--- src/design/cache_params.svh ---
`ifndef CACHE_PARAMS_SVH
`define CACHE_PARAMS_SVH

// Request side widths
`define CACHE_ADDR_WIDTH 32
`define CACHE_WORD_WIDTH 32

// Line geometry, four words of 32 bits
`define CACHE_LINE_BITS 128
`define CACHE_NUM_LINES 4
`define CACHE_WORDS_PER_LINE 4

// Byte offset inside a line covers word select and byte select
`define CACHE_OFFSET_WIDTH 4

// Everything above the offset is tag, the cache is fully associative
`define CACHE_TAG_WIDTH (`CACHE_ADDR_WIDTH - `CACHE_OFFSET_WIDTH)

// Backing store depth in whole lines
`define CACHE_MEM_LINES 64

`endif

--- src/design/cache_pkg.sv ---
`include "cache_params.svh"

package cache_pkg;

    // Request address and data word
    typedef logic [`CACHE_ADDR_WIDTH-1:0] addr_t;
    typedef logic [`CACHE_WORD_WIDTH-1:0] word_t;

    // One full cache line as moved to and from memory
    typedef logic [`CACHE_LINE_BITS-1:0] line_t;
    typedef logic [`CACHE_TAG_WIDTH-1:0] tag_t;

    // Fields of the line offset
    typedef logic [$clog2(`CACHE_WORDS_PER_LINE)-1:0] word_sel_t;
    typedef logic [$clog2(`CACHE_WORD_WIDTH/8)-1:0] byte_sel_t;

    // Line number and its LRU age
    typedef logic [$clog2(`CACHE_NUM_LINES)-1:0] way_t;
    typedef logic [1:0] lru_age_t;

    // Per-line flags and the stored tags side by side
    typedef logic [`CACHE_NUM_LINES-1:0] valid_vec_t;
    typedef tag_t [`CACHE_NUM_LINES-1:0] tag_array_t;

    // Controller sequence
    typedef enum logic [2:0] {
        idle,
        lookup,
        write_back,
        refill_req,
        refill_wait,
        complete
    } cache_state_t;

endpackage

--- src/design/tag_match.sv ---
`include "cache_params.svh"

module tag_match (
    input  cache_pkg::tag_t       lookup_tag,
    input  cache_pkg::tag_array_t tags,
    input  cache_pkg::valid_vec_t valid,
    output logic                  way_hit,
    output cache_pkg::way_t       hit_way
);
    import cache_pkg::*;

    // One compare result per line
    valid_vec_t match;

    // Tag comparators, an invalid line never matches
    always_comb begin
        for (int i = 0; i < `CACHE_NUM_LINES; i++) begin
            match[i] = valid[i] && (tags[i] == lookup_tag);
        end
    end

    // Any match means a hit
    assign way_hit = |match;

    // Priority encoder
    // Scan from the top so the lowest matching index is the last written
    always_comb begin
        hit_way = '0;
        for (int i = `CACHE_NUM_LINES - 1; i >= 0; i--) begin
            if (match[i]) begin
                hit_way = way_t'(i);
            end
        end
    end

endmodule

--- config.mk ---
export PLATFORM = sky130hd
export DESIGN_NAME = tag_match
export DESIGN_NICKNAME = d
export VERILOG_FILES = /design/src/design/cache_pkg.sv /design/src/design/tag_match.sv
export VERILOG_INCLUDE_DIRS = /design/src /design/src/design
export SDC_FILE = /design/constraint.sdc
export NUM_CORES = 1
export LEC_CHECK = 0
export ABC_AREA = 1
export ABC_CLOCK_PERIOD_IN_PS = 2000
export BUFFER_PORTS_ARGS = -buffer_cell sky130_fd_sc_hd__buf_2
export CAP_MARGIN = 20
export CORE_MARGIN = 3
export CORE_UTILIZATION = 30
export DETAILED_ROUTE_END_ITERATION = 7
export REMOVE_ABC_BUFFERS = 1
export SLEW_MARGIN = 15
export SYNTH_ARGS = -nofsm -noshare
export SYNTH_HDL_FRONTEND = slang
export SYNTH_SLANG_ARGS = --single-unit
--- constraint.sdc ---
create_clock -name vclk -period 2
set_clock_uncertainty 0.05 [all_clocks]
set_input_delay 0.2 -clock vclk [all_inputs]
set_output_delay 0.2 -clock vclk [all_outputs]
set_load 0.05 [all_outputs]
==> metrics.md <==
| Metric | Value |
|---|---|
| Endpoint type of the worst setup path | `output port` |
| ANT cells | `0` |
| CP most frequent cell | `nand2_1` |
| Via Count | `~3.0k` |
| Status | `completed` |
| Crit path cell chain | `buf_2 -> inv_1 -> nand2_1 -> o21ai_0 -> inv_1 -> nand2_1 -> nor2_1 -> nand2_1 -> nor2_2 -> nand2_1 -> nand2_1 -> inv_1 -> nand2_1 -> clkbuf_4` |
| Antenna-violating nets left | `0` |
| Number of clock buffers in the layout | `0` |
| Crit path max fanout | `6` |
| Layout cell share with drive strength beyond 1 | `25.2%` |
| RSZ-0062 raised after global routing | `no` |
| Final Hold Vio Count | `0` |
| Number of global-route vias before repair | `~2.8k` |
| Placer Congestion | `0.896` |
| Hold Buf Count CTS | `0` |
| Top Usage Layer GRT | `met2` |
| Seq_cells | `0` |
| Gr ovfl total | `0` |
| Switching share of power | `a little under three fifths` |
| Syn Area/Cell | `around 4.2 µm²` |
| Post-Place Cells | `~690` |
| Slew Limit Fails | `0` |
| Setup WS pre-CTS | `0.0630 ns` |
| GRT Util Overall | `a little over a fifth` |
| Crit path arrival time | `between 1.5 and 2 ns` |
| Met2 usage | `between 30% and 40%` |
| Comb pwr share | `100.0%` |
| DP Wirelength | `7.68 mm` |
| Slowest stage delay, CP | `around 0.22 ns` |
| Initial DRC Count | `107` |
| Post-synth top area cell | `nand2_1` |
| Chip Height | `86.8 µm` |
| Minimum clock period | `~1.9 ns` |
| FF+latch area | `0 µm²` |
| Power Dens Cells | `approximately 180 mW/mm²` |
| CP max-delay cell | `clkbuf_4` |
| Crit path launch type | `primary input` |
| Mapped Area | `a little under 0.002 mm²` |
| Crit path launch | `lookup_tag[5]` |
| Worst VDD drop | `0.0688 mV` |
| Setup TNS Final | `0 ns` |
| GR Layer Usage met3 | `0.760%` |
| WP data required | `roughly 1.8 ns` |
| Drt total wl | `just over 8 mm` |
| First-pass GRT wire length | `approximately 13 mm` |
| Largest net degree at the start of global routing | `8` |
| Initial antenna violation count | `0` |
| Leak Pwr | `between 1.5 and 2 nW` |
| Pre-Repair DR Iteration Count | `4` |
| Tightest Hold Check Type | `in2out` |
| Final net count | `760` |
| Yosys cell types | `16` |
| Layout Cells excl Fill | `689` |
| I/O pins | `147` |
| Highest clock rate | `about 530 MHz` |
| P&R area growth vs syn | `42.7%` |
| Register area share after synthesis | `0%` |
| Wire per inst | `between 10 and 15 µm` |
| Hold_sp | `tags[6]` |
| WHS Path Cells | `11` |
| Slew @ Worst Pin | `approximately 0.27 ns` |
| IO Port Bufs | `about 150` |
| CP delay by family, top | `simple AND/OR/NAND/NOR gates` |
| Core ar. | `0.00613 mm²` |
| Design internal power | `0.228 mW` |
| Power share of the clock group | `0%` |
| Sequential share of power | `0%` |
| WS Path Type | `in2out` |
| Initial core utilization | `31.9%` |
| Hold EP | `way_hit` |
| Post-synth top area share | `between 40% and 50%` |
| DR vias/cell | `about 4.3` |
| DRC | `0` |
| Met1 Use GR | `28.9%` |
| Worst setup margin | `roughly 0.11 ns` |
| Num rows | `28` |
| Die area | `around 0.0075 mm²` |
| Die width | `roughly 87 µm` |
| Ranking of synthesized cells by area | `nand2_1 (41%), inv_1 (20%), nor2_1 (12%)` |
| Worst relative slew slack | `about four fifths` |
| Ys Warns | `0` |
| WP buf/inv | `5` |
| Final period util | `94.3%` |
| Synth Instances | `about 470` |
| Fillers | `780` |
| Final setup fails | `0` |
| Max-Cap Viols | `0` |
| Sw Pwr | `approximately 0.29 mW` |
what timing repair did:
action | in CTS | in global routing
buffers inserted | 0 | 0
hold endpoints to repair | 0 | 0
endpoints found under the setup margin | 0 | 3
resized for setup | 0 | 3
synth_stat cells:
| master | number |
|---|---|
| nand2_1 | 216 |
| inv_1 | 104 |
| nor2_1 | 65 |
| o21ai_0 | 34 |
| xnor2_1 | 17 |
| xor2_1 | 8 |
| nand3_1 | 7 |
| inv_2 | 5 |
| a21oi_1 | 2 |
| o22ai_1 | 2 |
| or2_0 | 2 |
| a21oi_2 | 1 |
| nand4_1 | 1 |
| nor2_2 | 1 |
| o211ai_1 | 1 |
| or2_1 | 1 |
metrics by stage:
step | utilization [%] | instance area (µm²) | hold slack, ns | total power, mW
after CTS | 45.5 | 2790 | 1.08 | 0.521
after global routing | 45.6 | 2800 | 1.15 | 0.592
after detailed placement | 45.5 | 2790 | 1.08 | 0.519
after floorplan | - | 1960 | 0.796 | 0.255
final | 45.6 | 2800 | 1.08 | 0.517
after global placement | 45.5 | 2790 | 1.09 | 0.517
final cells by class:
| cell class | instances | area (µm²) | share of cell area (%) |
|---|---|---|---|
| multi-input combinational | 358 | 1550 | 55.5 |
| inverter | 109 | 409 | 14.6 |
| timing repair buffer | 147 | 741 | 26.5 |
| tap | 75 | 93.8 | 3.36 |
how the worst max path moves through the flow:
| stage | endpoint | slack [ns] | cells after the start |
|---|---|---|---|
| after CTS | way_hit | 0.05 | 14 |
| after global placement | hit_way[0] | 0.05 | 12 |
| after global routing | way_hit | 0.006 | 14 |
| after detailed placement | way_hit | 0.06 | 14 |
| final | way_hit | 0.11 | 14 |
| after floorplan | hit_way[1] | 0.29 | 11 |
cell families (layout without fill, tap and decap cells):
| group | after synthesis | after routing | synth area share, % |
|---|---|---|---|
| AO/OA/AOI/OAI | 40 | 40 | 10.7 |
| AND/OR/NAND/NOR | 293 | 293 | 57.3 |
| XOR/XNOR | 25 | 25 | 11.2 |
| buffers and inverters | 109 | 256 | 20.9 |
metal layers:
metal / vias up / wire length [µm]
met1: 1242 / 3660
met2: 92 / 4010
met3: 2 / 592
li1: 1641 / -
met5: - / 0
met4: 0 / 30
cell usage in the layout (no fill, tap or decap):
cell type	count
clkbuf_4	2
nand4_1	1
o211ai_1	1
a21oi_1	2
or2_0	2
o21ai_0	34
nor2_1	64
a21oi_2	1
buf_2	145
nor2_2	2
xor2_1	8
inv_2	5
nand2_1	216
xnor2_1	17
inv_1	104
or2_1	1
o22ai_1	2
nand3_1	7
power groups by stage:
stage                     sequential [mW]  combinational, mW  clock [mW]
after global placement                  0              0.517           0
after CTS                               0              0.521           0
after detailed placement                0              0.519           0
after global routing                    0              0.592           0
after floorplan                         0              0.255           0
final                                   0              0.517           0
(Power assumes the default switching activity.)
