## config.mk

```make
export PLATFORM = sky130hd
export DESIGN_NAME = lru_tracker
export DESIGN_NICKNAME = d
export VERILOG_FILES = /design/src/design/cache_pkg.sv /design/src/design/lru_tracker.sv
export VERILOG_INCLUDE_DIRS = /design/src /design/src/design
export SDC_FILE = /design/constraint.sdc
export NUM_CORES = 1
export LEC_CHECK = 0
export ABC_AREA = 1
export BUFFER_PORTS_ARGS = -buffer_cell sky130_fd_sc_hd__buf_2
export CORE_UTILIZATION = 51
export DETAILED_ROUTE_END_ITERATION = 6
export PLACE_DENSITY = 0.73
export SLEW_MARGIN = 20
export SYNTH_ARGS = -nofsm -noshare
export SYNTH_HDL_FRONTEND = slang
export SYNTH_SLANG_ARGS = --single-unit
```

## constraint.sdc

```tcl
create_clock -name clk -period 1.7 [get_ports clk]
set_clock_uncertainty 0.05 [all_clocks]
set_input_delay 0.085 -clock clk [delete_from_list [all_inputs] [get_ports clk]]
set_output_delay 0.085 -clock clk [all_outputs]
set_load 0.02 [all_outputs]
```

## src/design/cache_params.svh

```systemverilog
`ifndef CACHE_PARAMS_SVH
`define CACHE_PARAMS_SVH

// Request side widths
`define CACHE_ADDR_WIDTH 32
`define CACHE_WORD_WIDTH 32

// Line geometry, four words of 32 bits
`define CACHE_LINE_BITS 128
`define CACHE_NUM_LINES 4
`define CACHE_WORDS_PER_LINE 4

// Byte offset inside a line covers word select and byte select
`define CACHE_OFFSET_WIDTH 4

// Everything above the offset is tag, the cache is fully associative
`define CACHE_TAG_WIDTH (`CACHE_ADDR_WIDTH - `CACHE_OFFSET_WIDTH)

// Backing store depth in whole lines
`define CACHE_MEM_LINES 64

`endif

```

## src/design/cache_pkg.sv

```systemverilog
`include "cache_params.svh"

package cache_pkg;

    // Request address and data word
    typedef logic [`CACHE_ADDR_WIDTH-1:0] addr_t;
    typedef logic [`CACHE_WORD_WIDTH-1:0] word_t;

    // One full cache line as moved to and from memory
    typedef logic [`CACHE_LINE_BITS-1:0] line_t;
    typedef logic [`CACHE_TAG_WIDTH-1:0] tag_t;

    // Fields of the line offset
    typedef logic [$clog2(`CACHE_WORDS_PER_LINE)-1:0] word_sel_t;
    typedef logic [$clog2(`CACHE_WORD_WIDTH/8)-1:0] byte_sel_t;

    // Line number and its LRU age
    typedef logic [$clog2(`CACHE_NUM_LINES)-1:0] way_t;
    typedef logic [1:0] lru_age_t;

    // Per-line flags and the stored tags side by side
    typedef logic [`CACHE_NUM_LINES-1:0] valid_vec_t;
    typedef tag_t [`CACHE_NUM_LINES-1:0] tag_array_t;

    // Controller sequence
    typedef enum logic [2:0] {
        idle,
        lookup,
        write_back,
        refill_req,
        refill_wait,
        complete
    } cache_state_t;

endpackage

```

## src/design/lru_tracker.sv

```systemverilog
`include "cache_params.svh"

module lru_tracker (
    input  logic            clk,
    input  logic            reset,
    input  logic            touch,
    input  cache_pkg::way_t touch_way,
    output cache_pkg::way_t victim_way
);
    import cache_pkg::*;

    // Age per line, 3 is most recent and 0 is next to go
    lru_age_t ages [`CACHE_NUM_LINES];

    // Age of the line being touched, used as the threshold
    lru_age_t touched_age;

    assign touched_age = ages[touch_way];

    always_ff @(posedge clk or posedge reset) begin
        if (reset) begin
            // Start as a permutation so line 0 goes first
            for (int i = 0; i < `CACHE_NUM_LINES; i++) begin
                ages[i] <= lru_age_t'(i);
            end
        end else if (touch) begin
            for (int i = 0; i < `CACHE_NUM_LINES; i++) begin
                if (way_t'(i) == touch_way) begin
                    // Touched line becomes most recent
                    ages[i] <= lru_age_t'(`CACHE_NUM_LINES - 1);
                end else if (ages[i] > touched_age) begin
                    // Younger lines slide down one step
                    ages[i] <= ages[i] - 1'b1;
                end
            end
        end
    end

    // Victim is whichever line holds age zero
    always_comb begin
        victim_way = '0;
        for (int i = 0; i < `CACHE_NUM_LINES; i++) begin
            if (ages[i] == '0) begin
                victim_way = way_t'(i);
            end
        end
    end

endmodule

```

==> results.sh, run 1 <==
export IMPL_status="finished, violations left"
export IMPL_violations="setup timing"
export IMPL_setup_viol_count_final=4
export IMPL_grt_pass1_vias=648
export IMPL_globalRoute_totalOverflow=0
export IMPL_num_vias=738
export IMPL_utilization=0.762
export IMPL_crit_path_start_kind="flip-flop"
export IMPL_clk_insertion_delay_late_ns=0.26
export IMPL_drive_gt1_frac=0.391
export IMPL_cts_tree="done"
export IMPL_grt_pass1_wl_um=2560
export IMPL_drtPass1Iterations=4
export IMPL_viasPerCell=4.99
export IMPL_die_w_um=39.8
export IMPL_critPathTopFamily="flip-flops"
export IMPL_setup_tns_ns=-0.0911
export IMPL_met1_usage=0.311
export IMPL_gr_max_usage_layer="met2"
export IMPL_rows=13
export IMPL_min_period_ns=1.73
export IMPL_final_common_cell="nand2_1"
export IMPL_yosysTopAreaCell="nand2_1"
export IMPL_crit_chain="inv_2 -> o22ai_4 -> nor2_4 -> ha_4 -> nand2_1 -> nand2_1 -> nand2_1 -> nand2_2 -> nand2_2 -> nand2_1 -> nand2_1"
export IMPL_synth_nets=128
export IMPL_synth_yosys_seq_area_share=0.282
export IMPL_cts_inserted_buffers=3
export IMPL_rsz0062_at_grt="true"
export IMPL_fin_crit_sh=1.02
export IMPL_cp_endpoint="ages[2]"
export IMPL_cp_required_ns=1.79
export IMPL_rrSetupSlack_ns=-0.03
export IMPL_dieArea_um2=1580
export IMPL_slew_violations=0
export IMPL_internal_power_mw=1.13
export IMPL_critPathSlowestCell="dfstp_2"
export IMPL_synth_area_um2=727
export IMPL_synth_warnings=0
export IMPL_cts_buffer_depth=2
export IMPL_powerDensity_nw_per_um2=2140
export IMPL_worst_path_stages=11
export IMPL_htreeDepth=1
export IMPL_reg2reg_from="ages[1]"
export IMPL_synth_cell_types=12
export IMPL_die_h_um=39.8
export IMPL_grt_use_met2=0.430
export IMPL_clock_sinks=8
export IMPL_wl_per_cell_um=11.4
export IMPL_finalHoldViolations=0
export IMPL_cts_root_buffer="clkbuf_4"
export IMPL_path_clk_slew_ns=0.07
export IMPL_track_usage=0.241
export IMPL_start_util=0.552
export IMPL_switching_share=0.475
export IMPL_dp_hpwl_um=1150
export IMPL_route_detailed_drc=0
export IMPL_pin_count=7
export IMPL_crit_arrival_ns=1.83
export IMPL_cp_end_kind="flip-flop"
export IMPL_avgSynthCellArea_um2=6.49
export IMPL_synth_top_cell_area_share=0.269
export IMPL_gp_congestion=0.813
export IMPL_use_met3=0.0511
export IMPL_max_flop_register="ages"
export IMPL_p_clk_frac=0.078
export IMPL_relSlewSlack=0.776
export IMPL_critPathMaxStageDelay_ns=0.54
export IMPL_core_region_area_um2=1320
export IMPL_ir_drop_mv=1.02
export IMPL_diodes=0
export IMPL_postSynthCellCount=112
export IMPL_power_leakage_nw=0.560
export IMPL_cp_num_buf_inv=1
export IMPL_pwr_share_seq=0.180
export IMPL_worst_slack_ns=-0.0349
export IMPL_largest_reg_flops=8
export IMPL_reg_top3="ages (8)"
export IMPL_max_slew_worst_pin_slew_ns=0.336
export IMPL_reg2regPathDepth=11
export IMPL_fin_nets=150
export IMPL_pre_cts_ws_ns=-0.0781
export IMPL_antenna_found_initial=0
export IMPL_hp_class="in2reg"
export IMPL_routed_wl_um=1690
export IMPL_fillCellCount=96
export IMPL_layout_common_cells="41 x nand2_1, 17 x inv_1, 15 x nand2_2, 11 x buf_4, 9 x nand3_1"
export IMPL_max_freq_mhz=576
export IMPL_worst_path_most_repeated_cell="nand2_1"
export IMPL_switching_power_mw=1.02
export IMPL_maxCapViolCount=0
export IMPL_path_class="reg2reg"
export IMPL_cp_max_fo=4
export IMPL_portBuffers=6
export IMPL_grt_max_degree=13
export IMPL_p_comb_frac=0.742
export IMPL_synth_seq_cells=8
export IMPL_drtIter0Drc=13
export IMPL_ys_top_cells_by_area="nand2_1 27%, ha_1 19%, dfstp_2 14%"
export IMPL_syn2layout_area_growth_pct=38.0
export IMPL_antenna_left=0
export IMPL_reg2reg_to="ages[2]"
export IMPL_startpoint="ages[1]"
-- worst min path at each step --
stage / from / end / slack, ns / depth (start not counted)
after floorplan: reset / ages[2] / -0.15 / 1
after global placement: reset / ages[5] / 0.003 / 2
after detailed placement: reset / ages[5] / 0.004 / 2
after CTS: touch / ages[4] / 0.1 / 3
after global routing: touch / ages[4] / 0.13 / 3
final: touch / ages[4] / 0.12 / 3
-- kinds of logic (layout without fill, tap and decap cells) --
| group | Yosys count | after routing | synth area share |
|---|---|---|---|
| flip-flops | 8 | 8 | 0.282 |
| AO/OA/AOI/OAI | 4 | 4 | 0.0344 |
| AND/OR/NAND/NOR | 67 | 67 | 0.379 |
| adder cells (fa/ha/maj) | 11 | 11 | 0.189 |
| buffers and inverters | 22 | 43 | 0.115 |
-- area by class of cell --
cell class              instances  area, um2  share of cell area
repair buffers                 18        123               0.122
well taps                      15       18.8              0.0187
inverters                      21       78.8              0.0786
clock buffers                   4       26.3              0.0262
multi-input cells              82        552               0.550
flip-flops and latches          8        205               0.204
-- synthesized netlist by cell type --
cell type / number
ha_1: 11
dfrtp_1: 4
nand2_2: 4
buf_2: 1
nand3_1: 9
inv_1: 19
o22ai_1: 4
inv_2: 2
nand2_1: 52
or2_1: 1
dfstp_2: 4
nor2_1: 1
-- worst register-to-register path, delay by kind of cell (launching register included) --
family / cells / cell delay, ns
adder cells (fa/ha/maj): 1 / 0.28
buffers and inverters: 1 / 0.05
flip-flops: 1 / 0.54
AND/OR/NAND/NOR: 8 / 0.53
AO/OA/AOI/OAI: 1 / 0.19
-- through the flow --
stage	power [mW]	cells	hold WS [ns]	cell area (um2)
detailed placement	1.65	141	0.00393	838
finish	2.15	148	0.120	1000
global route	2.39	148	0.133	1000
global placement	1.60	141	0.00321	838
floorplan	1.26	112	-0.152	727
CTS	1.99	146	0.0965	952
-- per-layer routing --
metal | wire length, um | share of wire
met1 | 815 | 0.48
met4 | 0 | 0
met2 | 834 | 0.49
met5 | 0 | 0
met3 | 40 | 0.024
-- power by group through the flow --
stage	Clock (mW)	Sequential [mW]	Combinational (mW)
floorplan	0	0.394	0.866
global placement	0	0.386	1.21
detailed placement	0	0.390	1.26
CTS	0.169	0.388	1.43
global route	0.180	0.399	1.82
finish	0.167	0.388	1.60
-- timing repair --
item	in CTS	in global routing
setup buffers	0	2
setup endpoints to repair	8	8
resized for setup	11	13
pin swaps	3	14
hold buffers	1	0
hold endpoints to repair	4	0
Power figures use the tool's default switching activity.
==> run 2, diff against run 1 <==
Settings changed: PLACE_DENSITY 0.73 to 0.8.
==> run 2 against run 1 <==
Against the previous run:
- the flow still finishes with violations (setup timing)
- register-to-register slack gained 0.03 ns
- setup slack gained 0.029 ns
- maximum frequency grew 1.7%
- power grew 5.6%
- sequential share of layout area shrank 0.64 points
- critical path depth is the same
- wire length grew 9.5%
- global-route usage shrank 0.15 points
- core utilization grew 2.5 points
- final cell count grew 3.4%
- cell area grew 3.2%
- largest cell class unchanged
- highest routed layer is now met4
==> results.sh, run 2 (synthesis results as in run 1) <==
export IMPL_report_power_total_mw=2.27
export IMPL_die_w_um=39.8
export IMPL_cts_tree="done"
export IMPL_num_vias=775
export IMPL_portBuffers=6
export IMPL_dp_hpwl_um=1280
export IMPL_relSlewSlack=0.787
export IMPL_min_period_ns=1.71
export IMPL_grt_pass1_wl_um=2420
export IMPL_cp_num_buf_inv=1
export IMPL_reg_top3="ages (8)"
export IMPL_clk_insertion_delay_late_ns=0.26
export IMPL_fin_nets=155
export IMPL_worst_path_most_repeated_cell="nand2_1"
export IMPL_wl_per_cell_um=12.1
export IMPL_crit_arrival_ns=1.85
export IMPL_reg2reg_to="ages[1]"
export IMPL_pin_count=7
export IMPL_die_h_um=39.8
export IMPL_worst_slack_ns=-0.00549
export IMPL_cts_root_buffer="clkbuf_4"
export IMPL_critPathMaxStageDelay_ns=0.53
export IMPL_power_leakage_nw=0.585
export IMPL_antenna_found_initial=0
export IMPL_path_clk_slew_ns=0.06
export IMPL_dp_cells=145
export IMPL_clock_sinks=8
export IMPL_max_freq_mhz=586
export IMPL_utilization=0.786
export IMPL_cts_buffer_depth=2
export IMPL_start_util=0.552
export IMPL_diodes=0
export IMPL_violations="setup timing"
export IMPL_cp_end_kind="flip-flop"
export IMPL_htreeDepth=1
export IMPL_finalHoldViolations=0
export IMPL_final_common_cell="nand2_1"
export IMPL_ir_drop_mv=1.20
export IMPL_min_delay_start="touch"
export IMPL_max_slew_worst_pin_slew_ns=0.319
export IMPL_crit_path_start_kind="flip-flop"
export IMPL_track_usage=0.240
export IMPL_hp_class="in2reg"
export IMPL_drtPass1Iterations=4
export IMPL_finalNonFillerCells=153
export IMPL_syn2layout_area_growth_pct=42.5
export IMPL_cts_inserted_buffers=3
export IMPL_rsz0062_at_grt="true"
export IMPL_reg2regPathDepth=11
export IMPL_path_class="reg2reg"
export IMPL_hold_depth=3
export IMPL_drive_gt1_frac=0.413
export IMPL_critPathSlowestCell="dfstp_2"
export IMPL_hold_end="ages[4]"
export IMPL_drtIter0Drc=7
export IMPL_grt_max_degree=13
export IMPL_rrSetupSlack_ns=-0.005
export IMPL_layout_common_cells="43 x nand2_1, 16 x buf_4, 15 x inv_1, 13 x nand2_2, 9 x nand3_1"
export IMPL_cp_required_ns=1.84
export IMPL_grt_pass1_vias=587
export IMPL_max_flop_register="ages"
export IMPL_reg2reg_from="ages[1]"
export IMPL_crit_chain="inv_2 -> o22ai_4 -> nor2_4 -> ha_1 -> nand2_1 -> nand2_1 -> nand2_1 -> nand2_2 -> nand2_1 -> nand2_1 -> nand2_1"
export IMPL_fin_crit_sh=1.00
export IMPL_holdWs_ns=0.128
export IMPL_viasPerCell=5.07
export IMPL_antenna_left=0
export IMPL_core_region_area_um2=1320
export IMPL_rows=13
export IMPL_status="finished, violations left"
export IMPL_largest_reg_flops=8
export IMPL_setup_viol_count_final=2
export IMPL_route_detailed_drc=0
export IMPL_globalRoute_totalOverflow=0
export IMPL_dieArea_um2=1580
export IMPL_gp_congestion=0.742
export IMPL_powerDensity_nw_per_um2=2190
export IMPL_routed_wl_um=1850
export IMPL_cp_max_fo=4
export IMPL_maxCapViolCount=0
export IMPL_slew_violations=0
export IMPL_critPathTopFamily="simple AND/OR/NAND/NOR gates"
## run 2: layout make-up
class | count | area (um2)
clock buffers | 4 | 26.3
fillers | 90 | 282
inverters | 21 | 78.8
multi-input cells | 82 | 541
flip-flops and latches | 8 | 205
well taps | 15 | 18.8
repair buffers | 23 | 166
## run 2: per-layer routing
| layer | GRT usage | vias up | share of wire |
|---|---|---|---|
| li1 | - | 397 | - |
| met1 | 0.290 | 355 | 0.44 |
| met2 | 0.402 | 15 | 0.50 |
| met3 | 0.0170 | 8 | 0.020 |
| met4 | 0.155 | 0 | 0.038 |
| met5 | 0 | - | 0 |
## run 2: worst max-delay path by stage
stage,start,endpoint,slack [ns],cells past startpoint
floorplan,ages[1],ages[2],0.08,11
global placement,ages[1],ages[5],-0.04,11
detailed placement,ages[1],ages[5],-0.07,11
CTS,ages[4],ages[2],-0.03,10
global route,ages[1],ages[6],-0.07,11
finish,ages[1],ages[1],-0.005,11
## run 2: what timing repair did
action | CTS | global route
gates resized for setup | 3 | 23
hold buffers | 1 | 0
hold endpoints to repair | 5 | 0
pin swaps | 5 | 9
gates cloned | 0 | 0
setup buffers | 1 | 2
endpoints found under the setup margin | 8 | 9
## run 2: power breakdown
group          switching, mW  leakage [nW]  internal [mW]  total, mW
Clock                 0.0639        0.0150         0.0897      0.154
Sequential            0.0609        0.0900          0.330      0.391
Combinational          0.927         0.480          0.801       1.73
Total                   1.05         0.585           1.22       2.27
## run 2: worst reg2reg max path, delay by kind of cell (launching register included)
family	cells	cell delay [ns]
and+or+nand+nor	8	0.55
DFF	1	0.53
adders and majority gates	1	0.30
AOI/OAI and AO/OA	1	0.16
buffers and inverters	1	0.05
## run 2: through the flow
step,TNS (ns),area [um2],setup slack [ns]
after floorplan,0,727,0.0812
after global placement,-0.0798,868,-0.0398
after detailed placement,-0.254,868,-0.0685
after CTS,-0.155,917,-0.0347
after global routing,-0.397,1040,-0.0725
final,-0.00781,1040,-0.00549
==> run 3, diff against run 2 <==
--- a/constraint.sdc
+++ b/constraint.sdc
@@ -3,3 +3,3 @@
 set_input_delay 0.085 -clock clk [delete_from_list [all_inputs] [get_ports clk]]
 set_output_delay 0.085 -clock clk [all_outputs]
-set_load 0.02 [all_outputs]
+set_load 0.1 [all_outputs]
==> run 3 against run 2 <==
Against the previous run:
- the run still ends with setup timing left
- register-to-register slack worse by 0.02 ns
- cell area down 0.36%
- final cell count shrank 1.3%
- critical path type unchanged
==> results.sh, run 3 (synthesis results as in run 1) <==
export IMPL_clk_insertion_delay_late_ns=0.26
export IMPL_clock_sinks=8
export IMPL_largest_reg_flops=8
export IMPL_track_usage=0.248
export IMPL_crit_chain="inv_2 -> o22ai_4 -> nor2_4 -> ha_4 -> nand2_2 -> nand2_2 -> nand2_2 -> nand2_2 -> nand2_2 -> nand2_1 -> nand2_1"
export IMPL_drive_gt1_frac=0.412
export IMPL_rsz0062_at_grt="true"
export IMPL_maxCapViolCount=0
export IMPL_max_slew_worst_pin_slew_ns=0.328
export IMPL_htreeDepth=1
export IMPL_worst_path_most_repeated_cell="nand2_2"
export IMPL_hp_class="in2reg"
export IMPL_drtPass1Iterations=4
export IMPL_worst_slack_ns=-0.0227
export IMPL_critPathMaxStageDelay_ns=0.54
export IMPL_slew_violations=0
export IMPL_layout_common_cells="38 x nand2_1, 18 x nand2_2, 17 x inv_1, 14 x buf_4, 9 x nand3_1"
export IMPL_portBuffers=6
export IMPL_rows=13
export IMPL_finalHoldViolations=0
export IMPL_dieArea_um2=1580
export IMPL_violations="setup timing"
export IMPL_antenna_found_initial=0
export IMPL_dp_cells=145
export IMPL_drtIter0Drc=18
export IMPL_grt_pass1_wl_um=2470
export IMPL_grt_max_degree=13
export IMPL_cp_max_fo=4
export IMPL_wl_per_cell_um=11.8
export IMPL_cts_tree="done"
export IMPL_min_period_ns=1.72
export IMPL_setup_viol_count_final=5
export IMPL_cts_inserted_buffers=3
export IMPL_status="finished, violations left"
export IMPL_core_region_area_um2=1320
export IMPL_antenna_left=0
export IMPL_cp_end_kind="flip-flop"
export IMPL_die_w_um=39.8
export IMPL_route_detailed_drc=0
export IMPL_critPathSlowestCell="dfstp_2"
export IMPL_cts_buffer_depth=2
export IMPL_cts_root_buffer="clkbuf_4"
export IMPL_num_vias=739
export IMPL_max_flop_register="ages"
export IMPL_dp_hpwl_um=1230
export IMPL_pre_cts_ws_ns=-0.0640
export IMPL_fin_crit_sh=1.01
export IMPL_grt_pass1_vias=591
export IMPL_fin_nets=153
export IMPL_path_class="reg2reg"
export IMPL_fillCellCount=95
export IMPL_max_freq_mhz=580
export IMPL_crit_path_start_kind="flip-flop"
export IMPL_pin_count=7
export IMPL_routed_wl_um=1780
export IMPL_cp_required_ns=1.80
export IMPL_path_clk_slew_ns=0.05
export IMPL_finalNonFillerCells=151
export IMPL_gp_congestion=0.778
export IMPL_relSlewSlack=0.781
export IMPL_reg_top3="ages (8)"
export IMPL_crit_arrival_ns=1.82
export IMPL_die_h_um=39.8
export IMPL_start_util=0.552
export IMPL_diodes=0
export IMPL_globalRoute_totalOverflow=0
export IMPL_final_common_cell="nand2_1"
export IMPL_syn2layout_area_growth_pct=42.0
export IMPL_viasPerCell=4.89
## run 3: cell count changes in the layout (fill, tap and decap cells not counted), moves of 2 or more
| cell | delta |
|---|---|
| o22ai_2 | -3 |
| nand2_2 | +5 |
| inv_2 | -2 |
| o22ai_1 | +3 |
| nand2_1 | -5 |
| inv_1 | +2 |
| buf_4 | -2 |
## run 3: repair_timing
action,4_1_cts,5_1_grt
pin swaps,9,11
resized for setup,8,20
setup buffers,1,0
hold buffers,1,0
setup endpoints to repair,7,10
endpoints found under the hold margin,8,0
## run 3: metal layers
| layer | global-route usage | vias up | wire [um] |
|---|---|---|---|
| met4 | 0.172 | 0 | 46 |
| li1 | - | 393 | - |
| met5 | 0 | - | 0 |
| met1 | 0.285 | 326 | 830 |
| met3 | 0.0398 | 5 | 27 |
| met2 | 0.410 | 15 | 877 |
## run 3: critical path, delay by kind of cell, from the launching register on
kind,cells,cell delay [ns]
and+or+nand+nor,8,0.49
AOI/OAI and AO/OA,1,0.18
adders and majority gates,1,0.29
buffers and inverters,1,0.05
DFF,1,0.54
## run 3: cell type report
cell class | count | area (um2) | area share
flip-flops and latches | 8 | 205 | 0.199
multi-input cells | 82 | 537 | 0.520
inverters | 21 | 78.8 | 0.0764
clock buffers | 4 | 26.3 | 0.0255
repair buffers | 21 | 166 | 0.161
well taps | 15 | 18.8 | 0.0182
## run 3: worst paths after layout
kind / cells past startpoint / to / slack [ns] / from
min in group asynchronous: 3 / ages[6] / 0.27 / reset
min: 3 / ages[0] / 0.13 / touch
min reg2reg: 3 / ages[2] / 0.52 / ages[2]
max: 11 / ages[2] / -0.02 / ages[1]
max in group asynchronous: 3 / ages[3] / 1.03 / reset
max reg2reg: 11 / ages[2] / -0.02 / ages[1]
## run 3: metrics by stage
step,hold WS (ns),util,TNS [ns],cell area (um2)
after floorplan,-0.152,-,0,727
after global placement,-0.0137,0.670,-0.142,883
after detailed placement,-0.00694,0.670,-0.210,883
after CTS,0.103,0.739,0,973
after global routing,0.144,0.783,-0.612,1030
final,0.131,0.783,-0.0706,1030
Power of run 3 is not shown: default switching activity piles up to over one toggle a cycle in this logic, so the estimate is an artifact.
